==> src/verilog/dsp_ctrl_pkg.sv <==
/*
 * control-side definitions
 * processor count, apb widths and register map
 * ctrl bit positions and source select codes
 * apb request struct, sequencer status struct
 */
package dsp_ctrl_pkg;

	// size of the external pulse processor bank
	localparam int n_proc = 4;

	localparam int apb_addr_width = 8;
	localparam int apb_data_width = 32;

	// register map
	localparam logic [apb_addr_width-1:0] reg_ctrl = 8'h00;
	localparam logic [apb_addr_width-1:0] reg_nshot = 8'h04;
	localparam logic [apb_addr_width-1:0] reg_mixsel = 8'h08;
	localparam logic [apb_addr_width-1:0] reg_status = 8'h0C;
	localparam logic [apb_addr_width-1:0] reg_shotcnt = 8'h10;
	localparam logic [apb_addr_width-1:0] reg_accaddr = 8'h14;

	// ctrl register bits
	localparam int ctrl_start_bit = 0;
	localparam int ctrl_resetacc_bit = 1;

	// baseband source per channel
	typedef logic [1:0] mixsel_t;
	localparam mixsel_t sel_adc = 2'd0;
	localparam mixsel_t sel_dac_a = 2'd1;
	localparam mixsel_t sel_dac_b = 2'd2;
	localparam mixsel_t sel_zero = 2'd3;

	typedef struct packed {
		logic psel;
		logic penable;
		logic pwrite;
		logic [apb_addr_width-1:0] paddr;
		logic [apb_data_width-1:0] pwdata;
	} apb_req_t;

	typedef struct packed {
		logic done;
		logic busy;
		logic [apb_data_width-1:0] shot_cnt;
	} seq_status_t;

endpackage

==> src/verilog/dsp_data_pkg.sv <==
/*
 * data-path definitions for the baseband and integrator blocks
 * sample, word and accumulator widths, channel and dac word counts
 * dac word union (flat word or per-sample view)
 * accumulation buffer write struct
 */
package dsp_data_pkg;

	// one adc word carries four 16-bit samples
	localparam int adc_width = 64;
	localparam int sample_width = 16;
	localparam int adc_samples = adc_width / sample_width;

	// one dac word carries sixteen samples
	localparam int dac_samples = 16;
	localparam int dac_width = dac_samples * sample_width;
	// dac word A and dac word B
	localparam int n_dac = 2;
	// undersampling keeps every fourth dac sample
	localparam int us_step = dac_samples / adc_samples;

	// readout channels
	localparam int n_chan = 2;

	// integrated sum
	localparam int acc_width = 32;
	// small buffer, fills after 16 dumps
	localparam int acc_addr_width = 4;

	// flat on the port, per sample for the undersampler
	typedef union packed {
		logic [dac_width-1:0] flat;
		logic signed [dac_samples-1:0][sample_width-1:0] samp;
	} dac_word_t;

	// one write into the accumulation buffer
	typedef struct packed {
		logic we;
		logic [acc_addr_width-1:0] addr;
		logic signed [acc_width-1:0] sum;
	} acc_write_t;

endpackage
==> src/verilog/dsp_top.sv <==
/*
 * dsp block top level
 * apb registers, shot sequencer, baseband select
 * one readout integrator per channel
 */
`timescale 1ns/1ps

module dsp_top (
	input logic dspif,
	input logic rst,
	input dsp_ctrl_pkg::apb_req_t apb,
	output logic [dsp_ctrl_pkg::apb_data_width-1:0] prdata,
	output logic pready,
	output logic pslverr,
	input logic [dsp_data_pkg::n_chan-1:0][dsp_data_pkg::adc_width-1:0] adc,
	input dsp_data_pkg::dac_word_t [dsp_data_pkg::n_dac-1:0] dac,
	input logic [dsp_ctrl_pkg::n_proc-1:0] proc_done,
	input logic [dsp_ctrl_pkg::n_proc-1:0] proc_idle,
	input logic [dsp_data_pkg::n_chan-1:0] gate,
	output logic [dsp_ctrl_pkg::n_proc-1:0] proc_reset,
	output dsp_data_pkg::acc_write_t [dsp_data_pkg::n_chan-1:0] acc_wr
);

	dsp_ctrl_pkg::seq_status_t seq_status;
	dsp_ctrl_pkg::mixsel_t [dsp_data_pkg::n_chan-1:0] mixsel;
	logic [dsp_data_pkg::n_chan-1:0][dsp_data_pkg::acc_addr_width-1:0] acc_addr;
	logic [dsp_ctrl_pkg::apb_data_width-1:0] nshot;
	logic start;
	logic resetacc;
	logic signed [dsp_data_pkg::n_chan-1:0][dsp_data_pkg::sample_width-1:0] sample;
	logic [dsp_data_pkg::n_chan-1:0] gate_d;

	dsp_apb_regs u_regs (
		.dspif(dspif),
		.rst(rst),
		.apb(apb),
		.prdata(prdata),
		.pready(pready),
		.pslverr(pslverr),
		.status(seq_status),
		.acc_addr(acc_addr),
		.start(start),
		.resetacc(resetacc),
		.nshot(nshot),
		.mixsel(mixsel)
	);

	shot_sequencer u_seq (
		.dspif(dspif),
		.rst(rst),
		.start(start),
		.nshot(nshot),
		.proc_done(proc_done),
		.proc_idle(proc_idle),
		.proc_reset(proc_reset),
		.status(seq_status)
	);

	// two-cycle source select, gate kept aligned
	baseband_select u_bb (
		.dspif(dspif),
		.rst(rst),
		.adc(adc),
		.dac(dac),
		.mixsel(mixsel),
		.gate(gate),
		.sample(sample),
		.gate_d(gate_d)
	);

	for (genvar c = 0; c < dsp_data_pkg::n_chan; c++) begin : g_chan
		readout_integrator u_int (
			.dspif(dspif),
			.rst(rst),
			.resetacc(resetacc),
			.sample(sample[c]),
			.gate(gate_d[c]),
			.acc_wr(acc_wr[c]),
			.acc_addr(acc_addr[c])
		);
	end

endmodule

==> src/verilog/readout_integrator.sv <==
/*
 * gated integrate and dump for one readout channel
 * sum written on gate fall, write pointer locks at the last address
 */
`timescale 1ns/1ps

module readout_integrator (
	input logic dspif,
	input logic rst,
	input logic resetacc,
	input logic signed [dsp_data_pkg::sample_width-1:0] sample,
	input logic gate,
	output dsp_data_pkg::acc_write_t acc_wr,
	output logic [dsp_data_pkg::acc_addr_width-1:0] acc_addr
);

	localparam int ext_bits = dsp_data_pkg::acc_width - dsp_data_pkg::sample_width;

	logic signed [dsp_data_pkg::acc_width-1:0] sample_ext;
	logic signed [dsp_data_pkg::acc_width-1:0] acc;
	logic signed [dsp_data_pkg::acc_width-1:0] sum_q;
	logic [dsp_data_pkg::acc_addr_width-1:0] ptr;
	logic [dsp_data_pkg::acc_addr_width-1:0] addr_q;
	logic gate_q;
	logic gate_fall;
	logic we_q;
	logic ptr_last;

	// sign extend to the accumulator width
	assign sample_ext = {{ext_bits{sample[dsp_data_pkg::sample_width-1]}}, sample};
	assign gate_fall = gate_q & ~gate;
	// pointer all ones, stop here
	assign ptr_last = &ptr;
	assign acc_addr = ptr;

	always_ff @(posedge dspif) begin
		if (rst) begin
			gate_q <= 1'b0;
			we_q <= 1'b0;
			ptr <= '0;
		end else begin
			gate_q <= gate;
			// dump one cycle after the fall
			we_q <= gate_fall;
			if (resetacc) begin
				ptr <= '0;
			end else if (we_q & ~ptr_last) begin
				ptr <= ptr + 1'b1;
			end
		end
	end

	// first gated cycle loads, later ones add
	always_ff @(posedge dspif) begin
		if (gate) begin
			acc <= gate_q ? acc + sample_ext : sample_ext;
		end
		if (gate_fall) begin
			sum_q <= acc;
			addr_q <= ptr;
		end
	end

	assign acc_wr = '{we: we_q, addr: addr_q, sum: sum_q};

endmodule

==> src/verilog/baseband_select.sv <==
/*
 * baseband source select for the readout channels
 * input registers, dac undersampling, per-channel source mux
 * gate delayed to stay aligned with the sample
 */
`timescale 1ns/1ps

module baseband_select (
	input logic dspif,
	input logic rst,
	input logic [dsp_data_pkg::n_chan-1:0][dsp_data_pkg::adc_width-1:0] adc,
	input dsp_data_pkg::dac_word_t [dsp_data_pkg::n_dac-1:0] dac,
	input dsp_ctrl_pkg::mixsel_t [dsp_data_pkg::n_chan-1:0] mixsel,
	input logic [dsp_data_pkg::n_chan-1:0] gate,
	output logic signed [dsp_data_pkg::n_chan-1:0][dsp_data_pkg::sample_width-1:0] sample,
	output logic [dsp_data_pkg::n_chan-1:0] gate_d
);

	logic [dsp_data_pkg::n_chan-1:0][dsp_data_pkg::adc_width-1:0] adc_q;
	// undersampled dac words, same layout as an adc word
	logic [dsp_data_pkg::n_dac-1:0][dsp_data_pkg::adc_samples-1:0]
		[dsp_data_pkg::sample_width-1:0] us_q;
	logic [dsp_data_pkg::n_chan-1:0] gate_q;

	// stage 1, register adc and keep every fourth dac sample
	always_ff @(posedge dspif) begin
		adc_q <= adc;
		for (int w = 0; w < dsp_data_pkg::n_dac; w++) begin
			for (int j = 0; j < dsp_data_pkg::adc_samples; j++) begin
				us_q[w][j] <= dac[w].samp[j*dsp_data_pkg::us_step];
			end
		end
	end

	// stage 2, low sample of the chosen word
	// channel c takes undersampled sample c, i.e. dac sample 4c
	always_ff @(posedge dspif) begin
		for (int c = 0; c < dsp_data_pkg::n_chan; c++) begin
			case (mixsel[c])
				dsp_ctrl_pkg::sel_adc: sample[c] <= adc_q[c][dsp_data_pkg::sample_width-1:0];
				dsp_ctrl_pkg::sel_dac_a: sample[c] <= us_q[0][c];
				dsp_ctrl_pkg::sel_dac_b: sample[c] <= us_q[1][c];
				dsp_ctrl_pkg::sel_zero: sample[c] <= '0;
			endcase
		end
	end

	// gate through the same two stages
	always_ff @(posedge dspif) begin
		if (rst) begin
			gate_q <= '0;
			gate_d <= '0;
		end else begin
			gate_q <= gate;
			gate_d <= gate_q;
		end
	end

endmodule

==> src/verilog/shot_sequencer.sv <==
/*
 * multi-shot sequencer
 * runs the processor bank nshot times, processors held in reset between shots
 * nshot of zero repeats until reset
 */
`timescale 1ns/1ps

module shot_sequencer (
	input logic dspif,
	input logic rst,
	input logic start,
	input logic [dsp_ctrl_pkg::apb_data_width-1:0] nshot,
	input logic [dsp_ctrl_pkg::n_proc-1:0] proc_done,
	input logic [dsp_ctrl_pkg::n_proc-1:0] proc_idle,
	output logic [dsp_ctrl_pkg::n_proc-1:0] proc_reset,
	output dsp_ctrl_pkg::seq_status_t status
);

	typedef enum logic [2:0] {
		st_idle,
		st_start,
		st_run,
		st_wait_idle,
		st_check,
		st_advance,
		st_done
	} state_t;

	state_t state;
	state_t state_nxt;
	logic [dsp_ctrl_pkg::apb_data_width-1:0] nshot_q;
	logic [dsp_ctrl_pkg::apb_data_width-1:0] shot_cnt;
	logic [dsp_ctrl_pkg::apb_data_width-1:0] next_cnt;
	logic more;
	logic all_done;
	logic all_idle;
	logic done_q;
	logic busy_q;

	always_comb begin
		state_nxt = state;
		case (state)
			st_idle: if (start) state_nxt = st_start;
			st_start: state_nxt = st_run;
			// all processors finished their program
			st_run: if (all_done) state_nxt = st_wait_idle;
			// wait for the element pipelines to drain
			st_wait_idle: if (all_idle) state_nxt = st_check;
			st_check: state_nxt = more ? st_advance : st_done;
			st_advance: state_nxt = st_start;
			st_done: state_nxt = st_idle;
			default: state_nxt = st_idle;
		endcase
	end

	always_ff @(posedge dspif) begin
		if (rst) begin
			state <= st_idle;
			nshot_q <= '0;
			shot_cnt <= '0;
			next_cnt <= '0;
			more <= 1'b0;
			all_done <= 1'b0;
			all_idle <= 1'b0;
			proc_reset <= '1;
			done_q <= 1'b1;
			busy_q <= 1'b0;
		end else begin
			state <= state_nxt;
			// processor flags, registered before use
			all_done <= &proc_done;
			all_idle <= &proc_idle;
			// nshot only follows the register while idle
			if (state == st_idle) begin
				nshot_q <= nshot;
			end
			// count one ahead, decision one more cycle later
			next_cnt <= shot_cnt + 1'b1;
			more <= (nshot_q == '0) | (next_cnt != nshot_q);
			if (state == st_idle && start) begin
				shot_cnt <= '0;
			end else if (state == st_advance) begin
				shot_cnt <= next_cnt;
			end
			// outputs follow the state they belong to
			proc_reset <= {dsp_ctrl_pkg::n_proc{~(state_nxt == st_start || state_nxt == st_run)}};
			done_q <= (state_nxt == st_idle) || (state_nxt == st_done);
			busy_q <= state_nxt != st_idle;
		end
	end

	assign status = '{done: done_q, busy: busy_q, shot_cnt: shot_cnt};

endmodule

==> src/verilog/dsp_apb_regs.sv <==
/*
 * apb3 slave for the dsp block
 * control, nshot and source select registers
 * start strobe generation, status and pointer readback
 */
`timescale 1ns/1ps

module dsp_apb_regs (
	input logic dspif,
	input logic rst,
	input dsp_ctrl_pkg::apb_req_t apb,
	output logic [dsp_ctrl_pkg::apb_data_width-1:0] prdata,
	output logic pready,
	output logic pslverr,
	input dsp_ctrl_pkg::seq_status_t status,
	input logic [dsp_data_pkg::n_chan-1:0][dsp_data_pkg::acc_addr_width-1:0] acc_addr,
	output logic start,
	output logic resetacc,
	output logic [dsp_ctrl_pkg::apb_data_width-1:0] nshot,
	output dsp_ctrl_pkg::mixsel_t [dsp_data_pkg::n_chan-1:0] mixsel
);

	logic access;
	logic wr_en;
	logic mapped;
	logic read_only;
	logic start_wr;
	logic [dsp_ctrl_pkg::apb_data_width-1:0] rdata;
	logic [dsp_ctrl_pkg::apb_data_width-1:0] accaddr_word;

	// access phase is psel with penable
	assign access = apb.psel & apb.penable;
	assign wr_en = access & apb.pwrite;
	// no wait states
	assign pready = 1'b1;

	// one byte per channel pointer
	always_comb begin
		accaddr_word = '0;
		for (int i = 0; i < dsp_data_pkg::n_chan; i++) begin
			accaddr_word[8*i +: 8] = 8'(acc_addr[i]);
		end
	end

	// address decode and read mux
	always_comb begin
		mapped = 1'b1;
		read_only = 1'b0;
		rdata = '0;
		case (apb.paddr)
			dsp_ctrl_pkg::reg_ctrl: rdata[dsp_ctrl_pkg::ctrl_resetacc_bit] = resetacc;
			dsp_ctrl_pkg::reg_nshot: rdata = nshot;
			dsp_ctrl_pkg::reg_mixsel: rdata[$bits(mixsel)-1:0] = mixsel;
			dsp_ctrl_pkg::reg_status: begin
				read_only = 1'b1;
				rdata[0] = status.done;
				rdata[1] = status.busy;
			end
			dsp_ctrl_pkg::reg_shotcnt: begin
				read_only = 1'b1;
				rdata = status.shot_cnt;
			end
			dsp_ctrl_pkg::reg_accaddr: begin
				read_only = 1'b1;
				rdata = accaddr_word;
			end
			default: mapped = 1'b0;
		endcase
	end

	// data only in a read access phase
	assign prdata = (access & ~apb.pwrite) ? rdata : '0;
	// unmapped, or write to a status register
	assign pslverr = access & (~mapped | (apb.pwrite & read_only));

	always_ff @(posedge dspif) begin
		if (rst) begin
			start_wr <= 1'b0;
			start <= 1'b0;
			resetacc <= 1'b0;
			nshot <= '0;
			mixsel <= '0;
		end else begin
			// write strobe captured at the access edge, start one cycle later
			start_wr <= wr_en && (apb.paddr == dsp_ctrl_pkg::reg_ctrl)
				&& apb.pwdata[dsp_ctrl_pkg::ctrl_start_bit];
			start <= start_wr;
			if (wr_en) begin
				case (apb.paddr)
					dsp_ctrl_pkg::reg_ctrl: resetacc <= apb.pwdata[dsp_ctrl_pkg::ctrl_resetacc_bit];
					dsp_ctrl_pkg::reg_nshot: nshot <= apb.pwdata;
					dsp_ctrl_pkg::reg_mixsel: mixsel <= apb.pwdata[$bits(mixsel)-1:0];
					default: ;
				endcase
			end
		end
	end

endmodule

==> config.mk <==
export PLATFORM = sky130hd
export DESIGN_NAME = dsp_top
export DESIGN_NICKNAME = d
export VERILOG_FILES = /design/src/verilog/dsp_ctrl_pkg.sv /design/src/verilog/dsp_data_pkg.sv /design/src/verilog/dsp_top.sv /design/src/verilog/readout_integrator.sv /design/src/verilog/baseband_select.sv /design/src/verilog/shot_sequencer.sv /design/src/verilog/dsp_apb_regs.sv
export SDC_FILE = /design/constraint.sdc
export NUM_CORES = 1
export LEC_CHECK = 0
export ABC_CLOCK_PERIOD_IN_PS = 8600
export BUFFER_PORTS_ARGS = -buffer_cell sky130_fd_sc_hd__buf_2
export CAP_MARGIN = 20
export CORE_AREA = 2 2 318 320
export CTS_BUF_LIST = sky130_fd_sc_hd__clkbuf_4
export DETAILED_ROUTE_END_ITERATION = 16
export DIE_AREA = 0 0 320 322
export PLACE_DENSITY = 0.42
export SYNTH_ARGS = -nofsm -noshare
export SYNTH_HDL_FRONTEND = slang
export SYNTH_SLANG_ARGS = --single-unit
export TNS_END_PERCENT = 1
==> constraint.sdc <==
create_clock -name dspif -period 8.6 [get_ports dspif]
set_clock_uncertainty 0.15 [all_clocks]
set_input_delay 0.43 -clock dspif [delete_from_list [all_inputs] [get_ports dspif]]
set_output_delay 0.43 -clock dspif [all_outputs]
set_load 0.01 [all_outputs]
==> metrics.cfg, run 1 <==
[cts]
cts-root-buf = clkbuf_4
cts.clk_slew.worst_paths_ns = 0.06
clock_path_buffers = 3
cts_made_buffers = 131
post_cts_buffers = 0
clkLatencyLatePin_ns = 0.98
cts_resized = 0
ctsHoldBuffers = 297
cts.sinks = 424
cts_tree = yes
htreeDepth = 4

[detailed_routing]
ant_nets = 0
first_iter_violations = 686
routed_wl_um = 61400
drc = 0
dr.pass1.iters = 5
wl_per_cell_um = 16.3
routed_via_density = 4.09
routed-via-count = 15400

[final_layout]
fillerInstances = 10700
drive_gt1_frac = 0.214
syn_to_final_growth_pct = 40.3
fin_nets = 3149
final_common_cell = nand2_1
layout_common_cells = 303 x nand2_1, 297 x dlygate4sd3_1, 288 x dfxtp_1

[power]
p_sw_w = 0.00118
power_density_nw_per_um2 = 179
netSwitchingFraction = 0.261
clkPwrFrac = 0.434
combinationalPowerShare = 0.092
p_seq_frac = 0.474
power_w = 0.00453
intPower_w = 0.00334
leakagePower_nw = 9.94
vdd_drop_max_mv = 0.0905

[floorplanning]
initial_core_util = 0.181
die_h_um = 322
die_w_um = 320
rows = 116
dieArea_um2 = 103000
ios = 807
core_area_um2 = 99600

[timing]
slew-limit-headroom = 0.357
min_period_ns = 3.83
max_freq_mhz = 261
setup-violations-final = 0
rsz0062_at_grt = no
worst_slew_pin_slew_ns = 0.963
fin_ws_ns = 4.77
hold_viol = 0
final.setup.tns_ns = 0
maxSlewViolCount = 0
fin_crit_sh = 0.446

[synthesis]
yosys.area.top_type_share = 0.320
synthDistinctLibCells = 77
netlist_area_um2 = 18000
ys_seq_area_frac = 0.546
synthArstFlopShare = 0
synth_nets = 2530
yosys_warnings = 0
ys_ff_latch = 424
synth_ff_type = dfxtp_1
postSynthAreaPerCell_um2 = 10.2
synth_top_area_cell = dfxtp_1
syn-instance-count = 1768
ys_top_cells_by_area = dfxtp_1 32%, edfxtp_1 23%, nand2_1 6.3%
synth_edf_count = 136

[critical_path]
regToRegSetupSlack_ns = 5.02
start_kind = input pin
critPathCaptureType = output port
crit_fanout = 28
cp.required_ns = 8.02
critical_path_class = input pin to output port
cp.arrival_ns = 3.25

[placement]
port_buffers = 261
dp_hpwl_um = 42500
routabilityCongestion = 0.839
dpl_worst_slack_ns = 4.63

[grt]
grt_first_pass_wirelength_um = 92100
antenna_found_initial = 12
grt_pass1_vias = 15800
grt_usage = 0.118
grt_max_degree = 76
grt_overflow = 0

[worst_hold_path]
hold_path_class = input pin to flip-flop

[run_status]
status = finished clean

[job]
maxCapViolations = 0

critical path, stage by stage:
cell and delay, ns:
buf_2 0.10, or4_1 0.72, nor3_2 0.43, nand2_1 0.21, nor2_4 0.60, a222oi_1 0.39, nor3_1 0.20, buf_2 0.16
cells in the mapped netlist (all sizes together), types with 3 or more instances:
| master | instances |
|---|---|
| a21boi | 4 |
| nand3 | 38 |
| nor4 | 17 |
| nand3b | 3 |
| a31oi | 5 |
| nor3 | 17 |
| a211o | 5 |
| and3 | 11 |
| o21a | 6 |
| nor2 | 115 |
| clkbuf | 67 |
| a41oi | 5 |
| xor2 | 69 |
| o31ai | 4 |
| ha | 65 |
| dfxtp | 288 |
| a31o | 3 |
| mux2i | 38 |
| a21oi | 179 |
| nand2b | 5 |
| and4 | 3 |
| xnor2 | 46 |
| a21o | 56 |
| buf | 24 |
| or3 | 8 |
| nor2b | 21 |
| a221oi | 3 |
| nor3b | 3 |
| o211ai | 7 |
| nand4 | 13 |
| a22oi | 31 |
| o21bai | 6 |
| nand2 | 303 |
| mux2 | 33 |
| o21ai | 77 |
| edfxtp | 136 |
| inv | 13 |
| a211oi | 7 |
| and2 | 6 |
state kept, by name, indices dropped and copies added (netlist names), 2 cells and up:
| signal | count |
|---|---|
| u_regs.mixsel | 4 |
| u_bb.sample | 32 |
| u_seq.state | 3 |
| u_bb.adc_q | 32 |
| u_seq.shot_cnt | 32 |
| u_seq.nshot_q | 32 |
| u_seq.next_cnt | 32 |
| u_bb.gate_q | 2 |
| g_chan.u_int.acc_addr | 8 |
| u_bb.gate_d | 2 |
| g_chan.u_int.we_q | 2 |
| u_regs.nshot | 32 |
| g_chan.u_int.addr_q | 8 |
| g_chan.u_int.sum_q | 64 |
| u_bb.us_q | 64 |
| g_chan.u_int.acc | 64 |
| g_chan.u_int.gate_q | 2 |
final timing paths:
| path | start | to | depth (start not counted) |
|---|---|---|---|
| setup / recovery | apb[32] | prdata[1] | 8 |
| hold / removal | apb[1] | u_regs.resetacc$_SDFFE_PP0P_ | 4 |
| setup reg to reg | u_bb.sample[31]$_DFF_P_ | g_chan[1].u_int.acc[27]$_DFFE_PP_ | 10 |
| hold reg to reg | u_bb.us_q[70]$_DFF_P_ | u_bb.sample[6]$_DFF_P_ | 2 |
power by group through the flow:
stage | logic [W] | clock network [W] | registers (W)
CTS | 0.000416 | 0.00208 | 0.00215
floorplan | 0.000214 | 0 | 0.00218
global route | 0.000459 | 0.00217 | 0.00215
finish | 0.000417 | 0.00197 | 0.00215
detailed placement | 0.000319 | 0 | 0.00219
global placement | 0.000316 | 0 | 0.00219
final cells by class:
class,instances,area (um2),share of cell area
timing repair buffer,580,4480,0.177
clock buffer,169,1270,0.0501
tap,1298,1620,0.0642
inverter,13,48.8,0.00193
sequential,424,9850,0.389
antenna,7,17.5,0.000692
multi-input combinational,1237,7710,0.305
clock inverter,48,312,0.0123
cells by family (layout without fill, tap and decap cells):
group | count (synthesis) | in the layout | synth area share
muxes | 71 | 71 | 0.0417
AOI/OAI and AO/OA | 411 | 411 | 0.142
DFF | 424 | 424 | 0.546
adders and majority gates | 67 | 67 | 0.0473
and+or+nand+nor | 572 | 572 | 0.139
xor gates and xnor gates | 115 | 115 | 0.0558
buffers and inverters | 107 | 810 | 0.0276
other | 1 | 8 | 0.000208
routing by layer:
layer  routed length, um  share of wire  vias to the layer above  track usage
met1               28900           0.47                     7252        0.155
li1                    -              -                     7560            -
met3                3910          0.064                      125       0.0323
met2               26500           0.43                      500        0.178
met4                2070          0.034                        4       0.0602
met5                  26        0.00042                        -            0
metrics by stage:
step	hold slack [ns]	std cells	cell area [um2]	util
floorplan	0.251	1768	18000	-
global placement	0.271	3253	20700	0.208
detailed placement	0.260	3254	20700	0.208
CTS	0.00965	3768	25300	0.254
global route	0.107	3774	25300	0.254
finish	0.219	3776	25300	0.254
Power figures use the tool's default switching activity.
==> run 2: changes to the inputs <==
--- a/config.mk
+++ b/config.mk
@@ -5,14 +5,14 @@
 export SDC_FILE = /design/constraint.sdc
 export NUM_CORES = 1
 export LEC_CHECK = 0
-export ABC_CLOCK_PERIOD_IN_PS = 8600
+export ABC_CLOCK_PERIOD_IN_PS = 3150
 export BUFFER_PORTS_ARGS = -buffer_cell sky130_fd_sc_hd__buf_2
 export CAP_MARGIN = 20
-export CORE_AREA = 2 2 318 320
+export CORE_AREA = 2 2 310 312
 export CTS_BUF_LIST = sky130_fd_sc_hd__clkbuf_4
 export DETAILED_ROUTE_END_ITERATION = 16
-export DIE_AREA = 0 0 320 322
-export PLACE_DENSITY = 0.42
+export DIE_AREA = 0 0 312 314
+export PLACE_DENSITY = 0.45
 export SYNTH_ARGS = -nofsm -noshare
 export SYNTH_HDL_FRONTEND = slang
 export SYNTH_SLANG_ARGS = --single-unit
==> constraint.sdc (replaced) <==
create_clock -name dspif -period 3.15 [get_ports dspif]
set_clock_uncertainty 0.15 [all_clocks]
set_input_delay 0.1575 -clock dspif [delete_from_list [all_inputs] [get_ports dspif]]
set_output_delay 0.1575 -clock dspif [all_outputs]
set_load 0.01 [all_outputs]
==> metrics.cfg, run 2 (same netlist as run 1, synthesis figures left out) <==
[run_status]
status = finished clean

[floorplanning]
die_h_um = 314  ; -2.5%
rows = 113  ; -2.6%
ios = 807  ; unchanged
dieArea_um2 = 98000  ; -4.9%
core_area_um2 = 94400  ; -5.1%
initial_core_util = 0.191  ; +0.00982
die_w_um = 312  ; -2.5%

[grt]
use_met2 = 0.194  ; +0.0160
antenna_found_initial = 13  ; +1
grt_usage = 0.124  ; +0.00568
use_met1 = 0.161  ; +0.00612
grt_first_pass_wirelength_um = 94000  ; +2.1%
grt_overflow = 0  ; unchanged
met3_usage = 0.0357  ; +0.00339
grt_pass1_vias = 16600  ; +4.8%
top_usage_layer = met2
grt_max_degree = 50  ; -34%

[timing]
worst_slew_pin_slew_ns = 0.782  ; -0.181 ns
rsz0062_at_grt = yes
slew-limit-headroom = 0.478  ; +0.121
setup-violations-final = 0  ; unchanged
maxSlewViolCount = 0  ; unchanged
min_period_ns = 3.11
hold_viol = 0  ; unchanged
timing.hold.ws_ns = 0.234  ; +0.0154 ns
fin_crit_sh = 0.988
max_freq_mhz = 321

[detailed_routing]
first_iter_violations = 893  ; +30%
wl_per_cell_um = 16.0  ; -1.5%
dr.pass1.iters = 5  ; unchanged
drc = 0  ; unchanged
routed_via_density = 4.15  ; +1.5%
routed-via-count = 16000  ; +3.5%
routed_wl_um = 61700  ; +0.49%
ant_nets = 0  ; unchanged

[final_layout]
drive_gt1_frac = 0.233  ; +0.0184
syn_to_final_growth_pct = 45.7
final_cells = 3851  ; +2.0%
regArea_um2 = 9850  ; about the same
final_common_cell = dlygate4sd3_1
fin_area_um2 = 26300  ; +3.9%
layout_common_cells = 344 x dlygate4sd3_1, 303 x nand2_1, 286 x dfxtp_1
multi_input_area_um2 = 7800  ; +1.1%
reg.largest.list = g_chan.u_int.acc: 64 flops, g_chan.u_int.sum_q: 64 flops, u_bb.us_q: 64 flops
fillerInstances = 10100  ; -6.1%
fin_nets = 3242  ; +3.0%
post-route-util = 0.278  ; +0.0241

[cts]
cts-root-buf = clkbuf_4
cts.clk_slew.worst_paths_ns = 0.06  ; about the same
clock_path_buffers = 3  ; unchanged
cts_tree = yes
htreeDepth = 3  ; -1
cts_made_buffers = 121  ; -7.6%
cts.sinks = 424  ; unchanged
clkLatencyLatePin_ns = 0.94  ; -0.04 ns

[placement]
routabilityCongestion = 0.841  ; +0.23%
place_area_um2 = 21100  ; +1.9%
placed_cells = 3274  ; +0.61%
port_buffers = 261  ; unchanged
dp_hpwl_um = 42900  ; +0.78%

[worst_hold_path]
worstHoldStart = apb[42]
hold_path_class = input pin to flip-flop

[critical_path]
critical_path_class = flip-flop to flip-flop
cp.arrival_ns = 3.61  ; +0.36 ns
crit_start = g_chan[0].u_int.acc[0]$_DFFE_PP_
cp.required_ns = 3.65  ; -4.37 ns
crit_fanout = 3  ; -89%
start_kind = flip-flop
r2r_start = g_chan[0].u_int.acc[0]$_DFFE_PP_
critPathCaptureType = flip-flop

[power]
vdd_drop_max_mv = 0.219  ; +140%
power_density_nw_per_um2 = 468  ; +160%
leakagePower_nw = 10.4  ; +4.4%

[job]
maxCapViolations = 0  ; unchanged

-- run 2: changes by cell type in the layout (fill, tap and decap cells not counted), sizes merged, moves of 3 or more --
cell         previous run  this run
diode                   7        10
dlygate4sd3           297       344
buf                   283       339
clkbuf                169       178
clkinvlp                5         1
inv                    18        15
-- run 2: through the flow --
stage	setup slack [ns]	total power, W	setup TNS, ns
floorplan	0.0378	0.00654	0
global placement	-0.166	0.00688	-0.820
detailed placement	-0.165	0.00689	-0.746
CTS	0.00326	0.0125	0
global route	-0.0955	0.0130	-0.260
finish	0.0388	0.0123	0
-- run 2: final timing paths --
check / cells after the start / slack, ns / end
setup reg to reg: 11 / 0.04 / g_chan[0].u_int.acc[20]$_DFFE_PP_
hold / removal: 5 / 0.23 / u_regs.mixsel[2]$_SDFFE_PP0P_
setup / recovery: 11 / 0.04 / g_chan[0].u_int.acc[20]$_DFFE_PP_
hold reg to reg: 0 / 0.27 / g_chan[1].u_int.sum_q[10]$_DFFE_PP_
-- run 2: worst max-delay path, stage by stage (launching register included) --
cell      delay, ns
edfxtp_1       0.43
ha_4           0.20
fa_2           0.34
a21o_1         0.18
a31o_1         0.19
a211o_1        0.35
nor3b_2        0.17
a211o_1        0.29
a21o_1         0.18
a21oi_2        0.12
xnor2_1        0.07
a21o_1         0.18
-- run 2: timing repair --
action,in CTS,in global routing
setup buffers,2,1
pin swaps,5,11
hold buffers,345,0
resized for setup,9,11
endpoints found under the hold margin,234,0
setup endpoints to repair,10,17
-- run 2: layout make-up --
| class | instances | area share |
|---|---|---|
| antenna | 10 | 0.000952 |
| timing repair buffer | 683 | 0.206 |
| inverter | 13 | 0.00186 |
| clock buffer | 178 | 0.0508 |
| clock inverter | 41 | 0.00885 |
| sequential | 424 | 0.375 |
| tap | 1265 | 0.0602 |
| multi-input combinational | 1237 | 0.297 |
-- run 2: routing by layer --
layer | wire length, um | part of all wire
met1 | 28800 | 0.47
met2 | 27400 | 0.44
met4 | 1860 | 0.030
met5 | 41 | 0.00066
met3 | 3560 | 0.058
-- run 2: report_power, final --
group / total [W] / switching [W] / internal [W]
sequential: 0.00586 / 0.0000801 / 0.00578
clock: 0.00523 / 0.00248 / 0.00275
combinational: 0.00122 / 0.000570 / 0.000646
total: 0.0123 / 0.00313 / 0.00917
==> run 3: changes to the inputs <==
--- a/config.mk
+++ b/config.mk
@@ -5,6 +5,7 @@
 export SDC_FILE = /design/constraint.sdc
 export NUM_CORES = 1
 export LEC_CHECK = 0
+export ABC_AREA = 1
 export ABC_CLOCK_PERIOD_IN_PS = 3150
 export BUFFER_PORTS_ARGS = -buffer_cell sky130_fd_sc_hd__buf_2
 export CAP_MARGIN = 20
@@ -12,7 +13,7 @@
 export CTS_BUF_LIST = sky130_fd_sc_hd__clkbuf_4
 export DETAILED_ROUTE_END_ITERATION = 16
 export DIE_AREA = 0 0 312 314
-export PLACE_DENSITY = 0.45
+export PLACE_DENSITY = 0.47
 export SYNTH_ARGS = -nofsm -noshare
 export SYNTH_HDL_FRONTEND = slang
 export SYNTH_SLANG_ARGS = --single-unit
==> metrics.cfg, run 3 <==
[cts]
cts.sinks = 424  ; unchanged
clock_path_buffers = 3  ; unchanged
cts_made_buffers = 120  ; -0.83%
htreeDepth = 3  ; unchanged
cts-root-buf = clkbuf_4
cts_tree = yes
cts.clk_slew.worst_paths_ns = 0.06  ; about the same
clkLatencyLatePin_ns = 1.01  ; +0.07 ns

[detailed_routing]
first_iter_violations = 1196  ; +34%
routed_via_density = 4.12  ; -0.72%
drc = 0  ; unchanged
routed-via-count = 18900  ; +18%
dr.pass1.iters = 6  ; +1
wl_per_cell_um = 15.7  ; -1.9%
ant_nets = 0  ; unchanged
routed_wl_um = 72100  ; +17%

[final_layout]
regArea_um2 = 9850  ; about the same
drive_gt1_frac = 0.167  ; -0.0662
fillerInstances = 10400  ; +3.1%
layout_common_cells = 759 x nand2_1, 316 x dlygate4sd3_1, 312 x inv_1
fin_area_um2 = 27500  ; +4.7%
reg.largest.list = g_chan.u_int.acc: 64 flops, g_chan.u_int.sum_q: 64 flops, u_bb.us_q: 64 flops
multi_input_area_um2 = 8630  ; +11%
syn_to_final_growth_pct = 37.5
final_common_cell = nand2_1
fin_nets = 3991  ; +23%

[synthesis]
syn-instance-count = 2576  ; +46%
synthTopCellsByCount = 760 x nand2_1, 313 x inv_1, 288 x dfxtp_1
ys_top_cells_by_area = dfxtp_1 29%, edfxtp_1 20%, nand2_1 14%
synth_edf_count = 136  ; unchanged
yosys_warnings = 0  ; unchanged
synth_nets = 3338  ; +32%
synth_top_area_cell = dfxtp_1
synth.most_common_cell = nand2_1
synth-xor-area-share = 0.0276  ; -0.0283
yosys.area.top_type_share = 0.288  ; -0.0315
synthDistinctLibCells = 49  ; -36%
synth-compound-area-share = 0.0795  ; -0.0627
synth-simple-area-share = 0.280  ; +0.141
synth_top_family_by_area = simple AND/OR/NAND/NOR gates
synth_ff_type = dfxtp_1
yosys.area_share.adder = 0.0426  ; -0.00466
netlist_area_um2 = 20000  ; +11%
ys_ff_latch = 424  ; unchanged
synthArstFlopShare = 0  ; unchanged
synth_mux_area_frac = 0  ; -0.0417
postSynthAreaPerCell_um2 = 7.77  ; -24%
ys_seq_area_frac = 0.492  ; -0.0538

[worst_hold_path]
hold_path_class = input pin to flip-flop

[critical_path]
max_stage_delay_ns = 0.52  ; +0.09 ns
cp.arrival_ns = 2.69  ; -0.92 ns
critical_path_class = input pin to output port
crit_buf_inv = 5  ; +5
cp.required_ns = 2.84  ; -0.81 ns
critPathSlowestCell = dlygate4sd3_1
crit_fanout = 14  ; +11
path_cells = dlygate4sd3_1 -> buf_2 -> nor2_1 -> nand2_1 -> nor2_4 -> nand2_2 -> nand2_1 -> nor2_2 -> nor2_8 -> inv_2 -> buf_4 -> a21oi_2 -> buf_2
critPathCaptureType = output port
start_kind = input pin
critPathTopFamily = buffers and inverters

[power]
power_density_nw_per_um2 = 446  ; -4.8%
vdd_drop_max_mv = 0.260  ; +19%
leakagePower_nw = 12.3  ; +18%

[placement]
port_buffers = 261  ; unchanged
place_area_um2 = 22800  ; +8.0%
routabilityCongestion = 0.886  ; +5.4%
dp_hpwl_um = 52400  ; +22%

[grt]
grt_pass1_vias = 18700  ; +13%
met3_usage = 0.0323  ; -0.00336
use_met2 = 0.219  ; +0.0248
top_usage_layer = met2
grt_max_degree = 38  ; -24%
grt_usage = 0.146  ; +0.0217
grt_first_pass_wirelength_um = 109000  ; +16%
use_met1 = 0.206  ; +0.0451
antenna_found_initial = 13  ; unchanged
grt_overflow = 0  ; unchanged

[timing]
rsz0062_at_grt = no
setup-violations-final = 0  ; unchanged
final.setup.tns_ns = 0  ; unchanged
worst_slew_pin_slew_ns = 0.804  ; +0.0223 ns
maxSlewViolCount = 0  ; unchanged
fin_crit_sh = 0.953  ; -0.0348
min_period_ns = 3.00  ; -0.110 ns
slew-limit-headroom = 0.462  ; -0.0158
hold_viol = 0  ; unchanged
max_freq_mhz = 333  ; +3.6%

[floorplanning]
rows = 113  ; unchanged
die_h_um = 314  ; unchanged
initial_core_util = 0.212  ; +0.0209
core_area_um2 = 94400  ; unchanged
ios = 807  ; unchanged
dieArea_um2 = 98000  ; unchanged
die_w_um = 312  ; unchanged

[job]
maxCapViolations = 0  ; unchanged

[run_status]
status = finished clean

==> run 3: final cells by class <==
class / instances / area share
antenna: 10 / 0.000909
multi-input combinational: 1753 / 0.314
timing repair buffer: 609 / 0.172
inverter: 321 / 0.0438
tap: 1265 / 0.0575
clock inverter: 35 / 0.00691
clock buffer: 175 / 0.0477
sequential: 424 / 0.358
==> run 3: report_power, final <==
part	internal [W]	switching, W	leakage, nW	total [W]
Combinational	0.000590	0.000712	7.75	0.00130
Sequential	0.00578	0.0000838	3.61	0.00586
Clock	0.00256	0.00254	0.903	0.00510
==> run 3: routing by layer <==
metal | vias up | share of wire
met5 | - | 0.00079
met4 | 10 | 0.023
met3 | 114 | 0.058
met2 | 516 | 0.42
met1 | 8619 | 0.50
li1 | 9670 | -
==> run 3: metrics by stage <==
step / total power (W) / hold slack (ns) / instances / setup WS [ns] / utilization
CTS: 0.0125 / 0.0190 / 4582 / 0.126 / 0.291
finish: 0.0123 / 0.162 / 4592 / 0.148 / 0.291
floorplan: 0.00662 / 0.0352 / 2576 / 0.218 / -
detailed placement: 0.00702 / 0.111 / 4056 / 0.384 / 0.242
global route: 0.0130 / 0.0944 / 4587 / 0.00781 / 0.291
global placement: 0.00702 / 0.111 / 4056 / 0.379 / 0.242
==> run 3: worst paths after layout <==
| kind | from | to | slack, ns | cells past startpoint |
|---|---|---|---|---|
| hold reg to reg | u_bb.gate_q[1]$_SDFF_PP0_ | u_bb.gate_d[1]$_SDFF_PP0_ | 0.25 | 2 |
| setup reg to reg | g_chan[1].u_int.acc[0]$_DFFE_PP_ | g_chan[1].u_int.acc[20]$_DFFE_PP_ | 0.43 | 10 |
| hold / removal | dac[79] | u_bb.us_q[31]$_DFF_P_ | 0.16 | 3 |
| setup / recovery | apb[39] | prdata[7] | 0.15 | 13 |
==> run 3: repair_timing <==
action,4_1_cts,5_1_grt
setup buffers,0,0
setup endpoints to repair,0,5
hold buffers,316,0
resized for setup,0,3
hold endpoints to repair,232,0
==> run 3: worst min-delay path, stage by stage <==
cell and delay [ns]:
dlygate4sd3_1 0.52, buf_2 0.09, dlygate4sd3_1 0.53
==> run 3: cells by family (layout without fill, tap and decap cells) <==
family,Yosys count,count (layout)
flops,424,424
fa+ha+maj,67,67
compound gates,293,293
simple gates,1329,1329
xor+xnor,63,63
other cells,1,11
buf+inv,399,1140
